<file path="config.mk">
export PLATFORM = sky130hd
export DESIGN_NAME = offload_top
export DESIGN_NICKNAME = d
export VERILOG_FILES = /design/src/verilog/offload_pkg.sv /design/src/verilog/host_ctrl_regs.sv /design/src/verilog/mem_channel.sv /design/src/verilog/run_sequencer.sv /design/src/verilog/offload_top.sv
export SDC_FILE = /design/constraint.sdc
export NUM_CORES = 2
export LEC_CHECK = 0
export BUFFER_PORTS_ARGS = -buffer_cell sky130_fd_sc_hd__clkbuf_2
export CAP_MARGIN = 0
export CORE_ASPECT_RATIO = 0.5
export CORE_MARGIN = 2
export CORE_UTILIZATION = 62
export DETAILED_ROUTE_END_ITERATION = 8
export GPL_ROUTABILITY_DRIVEN = 0
export PLACE_DENSITY = 0.81
export SYNTH_ARGS = -nofsm -noshare
export SYNTH_HDL_FRONTEND = slang
export SYNTH_HIERARCHICAL = 1
export SYNTH_SLANG_ARGS = --single-unit
</file>
<file path="constraint.sdc">
create_clock -name ACLK -period 5.05 [get_ports ACLK]
set_input_delay 0.505 -clock ACLK [delete_from_list [all_inputs] [get_ports ACLK]]
set_output_delay 0.505 -clock ACLK [all_outputs]
set_load 0.03 [all_outputs]
</file>
<file path="src/verilog/offload_pkg.sv">
`default_nettype none

package offload_pkg;

    localparam int NUM_CHANNELS = 3;
    localparam int BUF_WORDS    = 32;
    localparam int WORD_W       = 32;
    localparam int WORD_BYTES   = WORD_W / 8;
    localparam int HOST_ADDR_W  = 64;
    localparam int RAM_ADDR_W   = 5;
    localparam int CSR_ADDR_W   = 12;

    typedef logic [WORD_W-1:0]      word_t;
    typedef logic [HOST_ADDR_W-1:0] host_addr_t;
    typedef logic [RAM_ADDR_W-1:0]  ram_addr_t;
    typedef logic [CSR_ADDR_W-1:0]  csr_addr_t;

    // Register map of the control slave.
    localparam csr_addr_t REG_CTRL    = 12'h000;
    localparam csr_addr_t REG_TIMEOUT = 12'h010;
    localparam csr_addr_t REG_BASE0   = 12'h018;
    localparam int        BASE_STRIDE = 8;

    typedef struct packed {
        logic      awvalid;
        csr_addr_t awaddr;
        logic      wvalid;
        word_t     wdata;
        logic      bready;
        logic      arvalid;
        csr_addr_t araddr;
        logic      rready;
    } csr_req_t;

    typedef struct packed {
        logic  awready;
        logic  wready;
        logic  bvalid;
        logic  arready;
        logic  rvalid;
        word_t rdata;
    } csr_rsp_t;

    typedef struct packed {
        logic       arvalid;
        host_addr_t araddr;
        logic       rready;
    } mem_rd_out_t;

    typedef struct packed {
        logic  arready;
        logic  rvalid;
        word_t rdata;
    } mem_rd_in_t;

    typedef struct packed {
        logic       awvalid;
        host_addr_t awaddr;
        logic       wvalid;
        word_t      wdata;
        logic       bready;
    } mem_wr_out_t;

    typedef struct packed {
        logic awready;
        logic wready;
        logic bvalid;
    } mem_wr_in_t;

    typedef enum logic [1:0] {
        PH_IDLE,
        PH_COPY,
        PH_SEND
    } run_phase_t;

endpackage

`default_nettype wire

</file>
<file path="src/verilog/host_ctrl_regs.sv">
`default_nettype none

module host_ctrl_regs (
    input  wire                                                  ACLK,
    input  wire                                                  ARESET,
    input  wire offload_pkg::csr_req_t                           csr_req,
    output offload_pkg::csr_rsp_t                                csr_rsp,
    input  wire                                                  run_done,
    output logic                                                 start,
    output offload_pkg::word_t                                   timeout_cycles,
    output offload_pkg::host_addr_t [offload_pkg::NUM_CHANNELS-1:0] base_addr
);

    typedef enum logic [1:0] {
        WS_ADDR,
        WS_DATA,
        WS_RESP
    } wr_state_t;

    typedef enum logic {
        RS_ADDR,
        RS_DATA
    } rd_state_t;

    wr_state_t              wstate;
    rd_state_t              rstate;
    offload_pkg::csr_addr_t waddr;
    offload_pkg::csr_addr_t raddr;
    offload_pkg::word_t     rdata_q;
    offload_pkg::word_t     rd_word;
    logic                   done_q;
    logic                   aw_hs;
    logic                   w_hs;
    logic                   ar_hs;
    logic                   r_hs;

    // Low word of a channel base at half 0, high word at half 1.
    function automatic offload_pkg::csr_addr_t base_reg(input int k, input int half);
        return offload_pkg::csr_addr_t'(offload_pkg::REG_BASE0 + offload_pkg::BASE_STRIDE * k
                                        + offload_pkg::WORD_BYTES * half);
    endfunction

    assign aw_hs = csr_req.awvalid && csr_rsp.awready;
    assign w_hs  = csr_req.wvalid && csr_rsp.wready;
    assign ar_hs = csr_req.arvalid && csr_rsp.arready;
    assign r_hs  = csr_req.rready && csr_rsp.rvalid;

    assign csr_rsp.awready = wstate == WS_ADDR;
    assign csr_rsp.wready  = wstate == WS_DATA;
    assign csr_rsp.bvalid  = wstate == WS_RESP;
    assign csr_rsp.arready = rstate == RS_ADDR;
    assign csr_rsp.rvalid  = rstate == RS_DATA;
    assign csr_rsp.rdata   = rdata_q;

    always_ff @(posedge ACLK) begin
        if (ARESET) begin
            wstate <= WS_ADDR;
            rstate <= RS_ADDR;
        end else begin
            case (wstate)
                WS_ADDR: if (aw_hs) wstate <= WS_DATA;
                WS_DATA: if (w_hs) wstate <= WS_RESP;
                WS_RESP: if (csr_req.bready) wstate <= WS_ADDR;
                default: wstate <= WS_ADDR;
            endcase
            case (rstate)
                RS_ADDR: if (ar_hs) rstate <= RS_DATA;
                RS_DATA: if (csr_req.rready) rstate <= RS_ADDR;
                default: rstate <= RS_ADDR;
            endcase
        end
    end

    // Read decode over the same map; unmapped addresses return zero.
    always_comb begin
        rd_word = '0;
        if (csr_req.araddr == offload_pkg::REG_CTRL) begin
            rd_word = offload_pkg::word_t'({done_q, start});
        end
        if (csr_req.araddr == offload_pkg::REG_TIMEOUT) begin
            rd_word = timeout_cycles;
        end
        for (int k = 0; k < offload_pkg::NUM_CHANNELS; k++) begin
            if (csr_req.araddr == base_reg(k, 0)) begin
                rd_word = base_addr[k][offload_pkg::WORD_W-1:0];
            end
            if (csr_req.araddr == base_reg(k, 1)) begin
                rd_word = base_addr[k][offload_pkg::HOST_ADDR_W-1:offload_pkg::WORD_W];
            end
        end
    end

    always_ff @(posedge ACLK) begin
        if (aw_hs) begin
            waddr <= csr_req.awaddr;
        end
        if (ar_hs) begin
            raddr   <= csr_req.araddr;
            rdata_q <= rd_word;
        end
    end

    always_ff @(posedge ACLK) begin
        if (ARESET) begin
            start          <= 1'b0;
            timeout_cycles <= '0;
            base_addr      <= '0;
        end else begin
            if (run_done) begin
                start <= 1'b0;
            end else if (w_hs && waddr == offload_pkg::REG_CTRL) begin
                start <= csr_req.wdata[0];
            end
            if (w_hs && waddr == offload_pkg::REG_TIMEOUT) begin
                timeout_cycles <= csr_req.wdata;
            end
            for (int k = 0; k < offload_pkg::NUM_CHANNELS; k++) begin
                if (w_hs && waddr == base_reg(k, 0)) begin
                    base_addr[k][offload_pkg::WORD_W-1:0] <= csr_req.wdata;
                end
                if (w_hs && waddr == base_reg(k, 1)) begin
                    base_addr[k][offload_pkg::HOST_ADDR_W-1:offload_pkg::WORD_W] <= csr_req.wdata;
                end
            end
        end
    end

    // Done clears only when the completed read actually returned it set.
    always_ff @(posedge ACLK) begin
        if (ARESET) begin
            done_q <= 1'b0;
        end else if (run_done) begin
            done_q <= 1'b1;
        end else if (r_hs && raddr == offload_pkg::REG_CTRL && rdata_q[1]) begin
            done_q <= 1'b0;
        end
    end

endmodule

`default_nettype wire

</file>
<file path="src/verilog/mem_channel.sv">
`default_nettype none

module mem_channel (
    input  wire                              ACLK,
    input  wire                              ARESET,
    input  wire offload_pkg::run_phase_t     phase,
    input  wire offload_pkg::host_addr_t     base_addr,
    output offload_pkg::mem_rd_out_t         rd_out,
    input  wire offload_pkg::mem_rd_in_t     rd_in,
    output offload_pkg::mem_wr_out_t         wr_out,
    input  wire offload_pkg::mem_wr_in_t     wr_in,
    output logic                             copy_done,
    output logic                             send_done
);

    typedef enum logic [2:0] {
        MD_IDLE,
        MD_COPYING,
        MD_COPIED,
        MD_SENDING,
        MD_SENT
    } mode_t;

    typedef enum logic [1:0] {
        RD_IDLE,
        RD_ADDR,
        RD_DATA
    } rd_state_t;

    typedef enum logic [1:0] {
        WR_IDLE,
        WR_ADDR,
        WR_DATA,
        WR_RESP
    } wr_state_t;

    offload_pkg::word_t      ram [offload_pkg::BUF_WORDS];
    mode_t                   mode;
    rd_state_t               rd_state;
    wr_state_t               wr_state;
    offload_pkg::ram_addr_t  offset;
    offload_pkg::host_addr_t bus_addr;
    logic                    active;
    logic                    r_hs;
    logic                    b_hs;
    logic                    last_word;

    // Phase back at idle abandons whatever step is in flight.
    assign active    = phase != offload_pkg::PH_IDLE;
    assign r_hs      = rd_in.rvalid && rd_out.rready;
    assign b_hs      = wr_in.bvalid && wr_out.bready;
    assign last_word = offset == offload_pkg::ram_addr_t'(offload_pkg::BUF_WORDS - 1);
    assign bus_addr  = base_addr + offload_pkg::host_addr_t'(offset) * offload_pkg::WORD_BYTES;

    always_ff @(posedge ACLK) begin
        if (ARESET) begin
            mode <= MD_IDLE;
        end else if (!active) begin
            mode <= MD_IDLE;
        end else begin
            case (mode)
                MD_IDLE:    if (phase == offload_pkg::PH_COPY) mode <= MD_COPYING;
                MD_COPYING: if (r_hs && last_word) mode <= MD_COPIED;
                MD_COPIED:  if (phase == offload_pkg::PH_SEND) mode <= MD_SENDING;
                MD_SENDING: if (b_hs && last_word) mode <= MD_SENT;
                default:    mode <= mode;
            endcase
        end
    end

    // One offset serves both directions. It wraps to zero after the last word.
    always_ff @(posedge ACLK) begin
        if (ARESET) begin
            offset <= '0;
        end else if (mode == MD_IDLE) begin
            offset <= '0;
        end else if (r_hs || b_hs) begin
            offset <= offset + 1'b1;
        end
    end

    always_ff @(posedge ACLK) begin
        if (ARESET) begin
            rd_state <= RD_IDLE;
        end else if (!active) begin
            rd_state <= RD_IDLE;
        end else begin
            case (rd_state)
                RD_IDLE: if (mode == MD_COPYING) rd_state <= RD_ADDR;
                RD_ADDR: if (rd_in.arready) rd_state <= RD_DATA;
                RD_DATA: if (rd_in.rvalid) rd_state <= RD_IDLE;
                default: rd_state <= RD_IDLE;
            endcase
        end
    end

    always_ff @(posedge ACLK) begin
        if (ARESET) begin
            wr_state <= WR_IDLE;
        end else if (!active) begin
            wr_state <= WR_IDLE;
        end else begin
            case (wr_state)
                WR_IDLE: if (mode == MD_SENDING) wr_state <= WR_ADDR;
                WR_ADDR: if (wr_in.awready) wr_state <= WR_DATA;
                WR_DATA: if (wr_in.wready) wr_state <= WR_RESP;
                WR_RESP: if (wr_in.bvalid) wr_state <= WR_IDLE;
                default: wr_state <= WR_IDLE;
            endcase
        end
    end

    always_ff @(posedge ACLK) begin
        if (r_hs) begin
            ram[offset] <= rd_in.rdata;
        end
    end

    assign rd_out.arvalid = active && rd_state == RD_ADDR;
    assign rd_out.araddr  = bus_addr;
    assign rd_out.rready  = active && rd_state == RD_DATA;

    // Offset holds for the whole write, so the RAM word stays stable under WVALID.
    assign wr_out.awvalid = active && wr_state == WR_ADDR;
    assign wr_out.awaddr  = bus_addr;
    assign wr_out.wvalid  = active && wr_state == WR_DATA;
    assign wr_out.wdata   = ram[offset];
    assign wr_out.bready  = active && wr_state == WR_RESP;

    assign copy_done = active && mode inside {MD_COPIED, MD_SENDING, MD_SENT};
    assign send_done = active && mode == MD_SENT;

endmodule

`default_nettype wire

</file>
<file path="src/verilog/run_sequencer.sv">
`default_nettype none

module run_sequencer (
    input  wire                                ACLK,
    input  wire                                ARESET,
    input  wire                                start,
    input  wire offload_pkg::word_t            timeout_cycles,
    input  wire [offload_pkg::NUM_CHANNELS-1:0] copy_done,
    input  wire [offload_pkg::NUM_CHANNELS-1:0] send_done,
    output offload_pkg::run_phase_t            phase,
    output logic                               run_done
);

    offload_pkg::word_t cycle_count;
    logic               all_copied;
    logic               all_sent;
    logic               expired;

    assign all_copied = &copy_done;
    assign all_sent   = &send_done;

    // A zero timeout never expires.
    assign expired = start && timeout_cycles != '0 && cycle_count > timeout_cycles;

    // Combinational so that start drops on the same edge the phase returns to idle.
    assign run_done = (phase == offload_pkg::PH_SEND && all_sent)
                   || (phase != offload_pkg::PH_IDLE && expired);

    always_ff @(posedge ACLK) begin
        if (ARESET) begin
            phase <= offload_pkg::PH_IDLE;
        end else if (run_done) begin
            phase <= offload_pkg::PH_IDLE;
        end else begin
            case (phase)
                offload_pkg::PH_IDLE: if (start) phase <= offload_pkg::PH_COPY;
                offload_pkg::PH_COPY: if (all_copied) phase <= offload_pkg::PH_SEND;
                default:              phase <= phase;
            endcase
        end
    end

    always_ff @(posedge ACLK) begin
        if (ARESET || !start) begin
            cycle_count <= '0;
        end else begin
            cycle_count <= cycle_count + 1'b1;
        end
    end

endmodule

`default_nettype wire

</file>
<file path="src/verilog/offload_top.sv">
`default_nettype none

module offload_top (
    input  wire                              ACLK,
    input  wire                              ARESET,
    input  wire offload_pkg::csr_req_t       csr_req,
    output offload_pkg::csr_rsp_t            csr_rsp,
    output offload_pkg::mem_rd_out_t         mem_rd_out [offload_pkg::NUM_CHANNELS],
    input  wire offload_pkg::mem_rd_in_t     mem_rd_in  [offload_pkg::NUM_CHANNELS],
    output offload_pkg::mem_wr_out_t         mem_wr_out [offload_pkg::NUM_CHANNELS],
    input  wire offload_pkg::mem_wr_in_t     mem_wr_in  [offload_pkg::NUM_CHANNELS]
);

    logic                                                 start;
    logic                                                 run_done;
    offload_pkg::word_t                                   timeout_cycles;
    offload_pkg::host_addr_t [offload_pkg::NUM_CHANNELS-1:0] base_addr;
    offload_pkg::run_phase_t                              phase;
    logic [offload_pkg::NUM_CHANNELS-1:0]                 copy_done;
    logic [offload_pkg::NUM_CHANNELS-1:0]                 send_done;

    host_ctrl_regs u_regs (
        .ACLK           (ACLK),
        .ARESET         (ARESET),
        .csr_req        (csr_req),
        .csr_rsp        (csr_rsp),
        .run_done       (run_done),
        .start          (start),
        .timeout_cycles (timeout_cycles),
        .base_addr      (base_addr)
    );

    run_sequencer u_sequencer (
        .ACLK           (ACLK),
        .ARESET         (ARESET),
        .start          (start),
        .timeout_cycles (timeout_cycles),
        .copy_done      (copy_done),
        .send_done      (send_done),
        .phase          (phase),
        .run_done       (run_done)
    );

    // One buffer channel per host memory port.
    for (genvar k = 0; k < offload_pkg::NUM_CHANNELS; k++) begin : g_channel
        mem_channel u_channel (
            .ACLK      (ACLK),
            .ARESET    (ARESET),
            .phase     (phase),
            .base_addr (base_addr[k]),
            .rd_out    (mem_rd_out[k]),
            .rd_in     (mem_rd_in[k]),
            .wr_out    (mem_wr_out[k]),
            .wr_in     (mem_wr_in[k]),
            .copy_done (copy_done[k]),
            .send_done (send_done[k])
        );
    end

endmodule

`default_nettype wire

</file>
==> impl_metrics.prom <==
# TYPE chip_impl_metric gauge
chip_impl_info{name="failing_checks",value="design-rule violations"} 1
chip_impl_metric{name="floorplan.die.width",unit="um"} 675
chip_impl_metric{name="synth_sequential_area_ratio",unit=""} 0.718
chip_impl_metric{name="static-leakage-power",unit="nW"} 49.0
chip_impl_info{name="status",value="finished, violations left"} 1
chip_impl_metric{name="ant_nets",unit=""} 0
chip_impl_metric{name="design.die.area",unit="mm2"} 0.229
chip_impl_metric{name="postSynthNetCount",unit=""} 7998
chip_impl_info{name="root_buffer",value="sky130_fd_sc_hd__clkbuf_16"} 1
chip_impl_metric{name="via_count_of_the_first_global_routing_pass",unit=""} 80300
chip_impl_metric{name="ys_types",unit=""} 90
chip_impl_metric{name="numPlacedInstances",unit=""} 11100
chip_impl_metric{name="final-instance-count-excl-fill",unit=""} 11600
chip_impl_metric{name="dr.first_iter.drc_count",unit=""} 13500
chip_impl_metric{name="register_bit_total_from_synthesis",unit=""} 3442
chip_impl_metric{name="met2_usage",unit=""} 0.557
chip_impl_info{name="timing.hold.worst.start",value="csr_req[28]"} 1
chip_impl_metric{name="final_hold_slack",unit="ns"} 0.0878
chip_impl_info{name="critical_path.startpoint_type",value="register"} 1
chip_impl_metric{name="overflow",unit=""} 0
chip_impl_metric{name="cts_buffers",unit=""} 290
chip_impl_metric{name="post_cts_buffers",unit=""} 0
chip_impl_metric{name="fillers",unit=""} 13400
chip_impl_info{name="kind_of_capture_point_of_the_worst_setup_path",value="primary output"} 1
chip_impl_info{name="crit_path_start",value="g_channel[1].u_channel/offset[0]"} 1
chip_impl_metric{name="cts.clk_slew.worst_paths",unit="ns"} 0.07
chip_impl_metric{name="route.detailed.vias_per_inst",unit=""} 7.00
chip_impl_metric{name="power_per_cell_area",unit="mW/mm2"} 350
chip_impl_metric{name="arrival",unit="ns"} 4.52
chip_impl_metric{name="cts.htree.levels",unit=""} 5
chip_impl_metric{name="crit_required",unit="ns"} 4.55
chip_impl_metric{name="gr-usage-met3",unit=""} 0.0939
chip_impl_metric{name="routed_wirelength",unit="mm"} 406
chip_impl_metric{name="clkPwrFrac",unit=""} 0.419
chip_impl_info{name="main_flop_type_after_synthesis",value="sky130_fd_sc_hd__edfxtp_1"} 1
chip_impl_metric{name="num_vias",unit=""} 81300
chip_impl_metric{name="tightestPinTransition",unit="ns"} 1.35
chip_impl_metric{name="start_util",unit=""} 0.622
chip_impl_metric{name="routed_wire_length_per_instance",unit="um"} 34.9
chip_impl_info{name="gr-max-usage-layer",value="met2"} 1
chip_impl_metric{name="met1_usage",unit=""} 0.449
chip_impl_metric{name="io_count",unit=""} 706
chip_impl_metric{name="period_share",unit=""} 0.995
chip_impl_info{name="layout_commonest_cell",value="sky130_fd_sc_hd__edfxtp_1"} 1
chip_impl_metric{name="max-vdd-ir-drop",unit="mV"} 0.301
chip_impl_metric{name="max-cap-violations",unit=""} 0
chip_impl_metric{name="area_delta_synth_final",unit="%"} 11.9
chip_impl_metric{name="wire_length_of_the_first_global_routing_pass",unit="mm"} 575
chip_impl_metric{name="synth_async_sr_flop_share",unit=""} 0
chip_impl_metric{name="totalNegativeSetupSlack",unit="ns"} 0
chip_impl_metric{name="timing.clock.skew",unit="ns"} 0.0520
chip_impl_metric{name="rows",unit=""} 123
chip_impl_metric{name="drive_gt1_frac",unit=""} 0.277
chip_impl_info{name="critical_path_class",value="reg -> out"} 1
chip_impl_metric{name="layout.nets",unit=""} 8639
chip_impl_info{name="layout.cells.most_common_list",value="sky130_fd_sc_hd__edfxtp_1, sky130_fd_sc_hd__mux4_2, sky130_fd_sc_hd__clkbuf_2"} 1
chip_impl_metric{name="synthesis.area_per_instance",unit="um2"} 18.0
chip_impl_metric{name="power.internal",unit="mW"} 43.6
chip_impl_info{name="tritoncts",value="yes"} 1
chip_impl_metric{name="synth_edf_count",unit=""} 3128
chip_impl_metric{name="synthesis.instances",unit=""} 7743
chip_impl_metric{name="postPlaceCellArea",unit="mm2"} 0.146
chip_impl_metric{name="grt_antenna_before_repair",unit=""} 24
chip_impl_metric{name="timing.final.hold_violations",unit=""} 0
chip_impl_metric{name="achievable-frequency",unit="GHz"} 0.199
chip_impl_metric{name="report.final.setup_viol",unit=""} 0
chip_impl_metric{name="report.final.slew_viol_count",unit=""} 0
chip_impl_metric{name="core_area",unit="mm2"} 0.224
chip_impl_metric{name="switching_component_of_the_power",unit="mW"} 11.1
chip_impl_metric{name="grt_util_all_layers",unit=""} 0.351
chip_impl_metric{name="dp_hpwl",unit="mm"} 235
chip_impl_info{name="hold_path_class",value="in -> reg"} 1
chip_impl_metric{name="placement.io_buffers",unit=""} 705
chip_impl_metric{name="final_core_util",unit=""} 0.696
chip_impl_metric{name="cts-root-to-sink-buffers",unit=""} 4
chip_impl_metric{name="clkLatencyLatePin",unit="ns"} 0.88
chip_impl_metric{name="clkSinkCount",unit=""} 3442
chip_impl_metric{name="switching_share",unit=""} 0.203
chip_impl_metric{name="synth_area",unit="mm2"} 0.140
chip_impl_metric{name="tmin_final",unit="ns"} 5.03
chip_impl_metric{name="drc",unit=""} 1
chip_impl_metric{name="die_height",unit="um"} 340
chip_impl_metric{name="final_design_area_no_fill",unit="mm2"} 0.156
chip_impl_metric{name="drtPass1Iterations",unit=""} 9
chip_impl_metric{name="power.share.sequential",unit=""} 0.568
chip_impl_metric{name="grt_max_degree",unit=""} 90
chip_impl_metric{name="p_comb_frac",unit=""} 0.013
chip_impl_info{name="regToRegStartpoint",value="u_sequencer/phase[0]"} 1
chip_impl_metric{name="synth-warning-count",unit=""} 6
chip_impl_metric{name="slew_headroom",unit=""} 0.0974
chip_impl_metric{name="critPathMaxFanout",unit=""} 7
-- state kept, by name, indices dropped and copies added, names as in the netlist, named ones only --
register	flops
u_sequencer/cycle_count	32
g_channel.u_channel/rd_state	6
u_regs/base_addr	192
u_regs/raddr	12
u_regs/wstate	2
u_regs/done_q	1
g_channel.u_channel/ram	3072
u_sequencer/phase	2
u_regs/waddr	12
u_regs/rdata_q	32
g_channel.u_channel/mode	9
g_channel.u_channel/offset	15
u_regs/timeout_cycles	32
u_regs/rstate	1
u_regs/start	1
g_channel.u_channel/wr_state	6
-- path summary, 6_finish.rpt --
kind / endpoint / slack (ns) / depth (start not counted)
worst max-delay path: mem_rd_out[107] / 0.02 / 9
worst min-delay path: u_regs/base_addr[141] / 0.09 / 3
worst max register to register: g_channel[2].u_channel/ram[16][12] / 1.45 / 5
worst min register to register: u_regs/base_addr[26] / 0.47 / 2
-- layer usage --
metal | up-vias | part of all wire
li1 | 32100 | -
met1 | 41300 | 0.33
met2 | 6627 | 0.48
met3 | 1317 | 0.12
met4 | 12 | 0.064
met5 | - | 0.00058
-- worst max-delay path, cell delays in order (launching register included) --
cell                        delay [ns]
sky130_fd_sc_hd__dfxtp_1          0.45
sky130_fd_sc_hd__ha_1             0.22
sky130_fd_sc_hd__inv_1            0.06
sky130_fd_sc_hd__fa_1             0.39
sky130_fd_sc_hd__and2b_2          0.26
sky130_fd_sc_hd__o2111ai_2        0.30
sky130_fd_sc_hd__a2111oi_2        0.87
sky130_fd_sc_hd__nand3_1          0.24
sky130_fd_sc_hd__xnor2_2          0.48
sky130_fd_sc_hd__clkbuf_2         0.40
-- power by group through the flow --
stage	registers (mW)	logic (mW)	clock network, mW
floorplan	31.7	0.116	0
global placement	31.7	0.629	0
detailed placement	31.7	0.660	0
CTS	31.1	0.684	23.0
global route	31.0	0.750	24.0
finish	31.1	0.722	22.9
-- logic make-up (layout without fill, tap and decap cells) --
kind of cell	count (synthesis)	count (layout)	synth area share
fa+ha+maj	81	81	0.00742
mux	1072	1072	0.146
other cells	0	19	0
flops	3442	3442	0.718
compound gates	795	795	0.0389
xor+xnor	212	212	0.0133
buf+inv	740	1602	0.0276
simple gates	1401	1401	0.0490
-- stage by stage --
| stage | setup slack (ns) | power, mW |
|---|---|---|
| floorplan | 1.58 | 31.8 |
| global placement | 0.704 | 32.3 |
| detailed placement | 0.807 | 32.3 |
| CTS | 0.0185 | 54.7 |
| global route | -0.0157 | 55.8 |
| finish | 0.0237 | 54.7 |
-- layout make-up --
class | count | area (um2) | share of cell area
antenna | 19 | 47.5 | 0.000304
clock buffer | 354 | 7770 | 0.0497
clock inverter | 159 | 1600 | 0.0102
inverter | 126 | 473 | 0.00303
multi-input combinational | 3561 | 36500 | 0.233
sequential | 3442 | 100000 | 0.642
tap | 3000 | 3750 | 0.0240
timing repair buffer | 963 | 5860 | 0.0375
-- cell usage after synthesis (all sizes together), types with 56 or more instances --
| cell | number | area, um2 |
|---|---|---|
| mux4 | 768 | 17300 |
| inv | 126 | 473 |
| nor4 | 56 | 493 |
| edfxtp | 3128 | 93900 |
| clkbuf | 226 | 850 |
| xor2 | 117 | 1020 |
| xnor2 | 95 | 832 |
| ha | 78 | 976 |
| buf | 388 | 2530 |
| a21oi | 365 | 1830 |
| mux2i | 237 | 2370 |
| nor3 | 92 | 485 |
| nand3 | 127 | 663 |
| mux2 | 67 | 754 |
| dfxtp | 314 | 6290 |
| nand2 | 564 | 2120 |
| a221o | 64 | 641 |
| nand4 | 76 | 512 |
| a221oi | 101 | 885 |
| nor2 | 273 | 1020 |
-- what timing repair did --
action                                 4_1_cts  5_1_grt
resized for setup                            1        5
setup endpoints to repair                    2       10
endpoints found under the hold margin       40        0
hold buffers                                33        0
No activity file was read; power rests on OpenSTA's default activity.
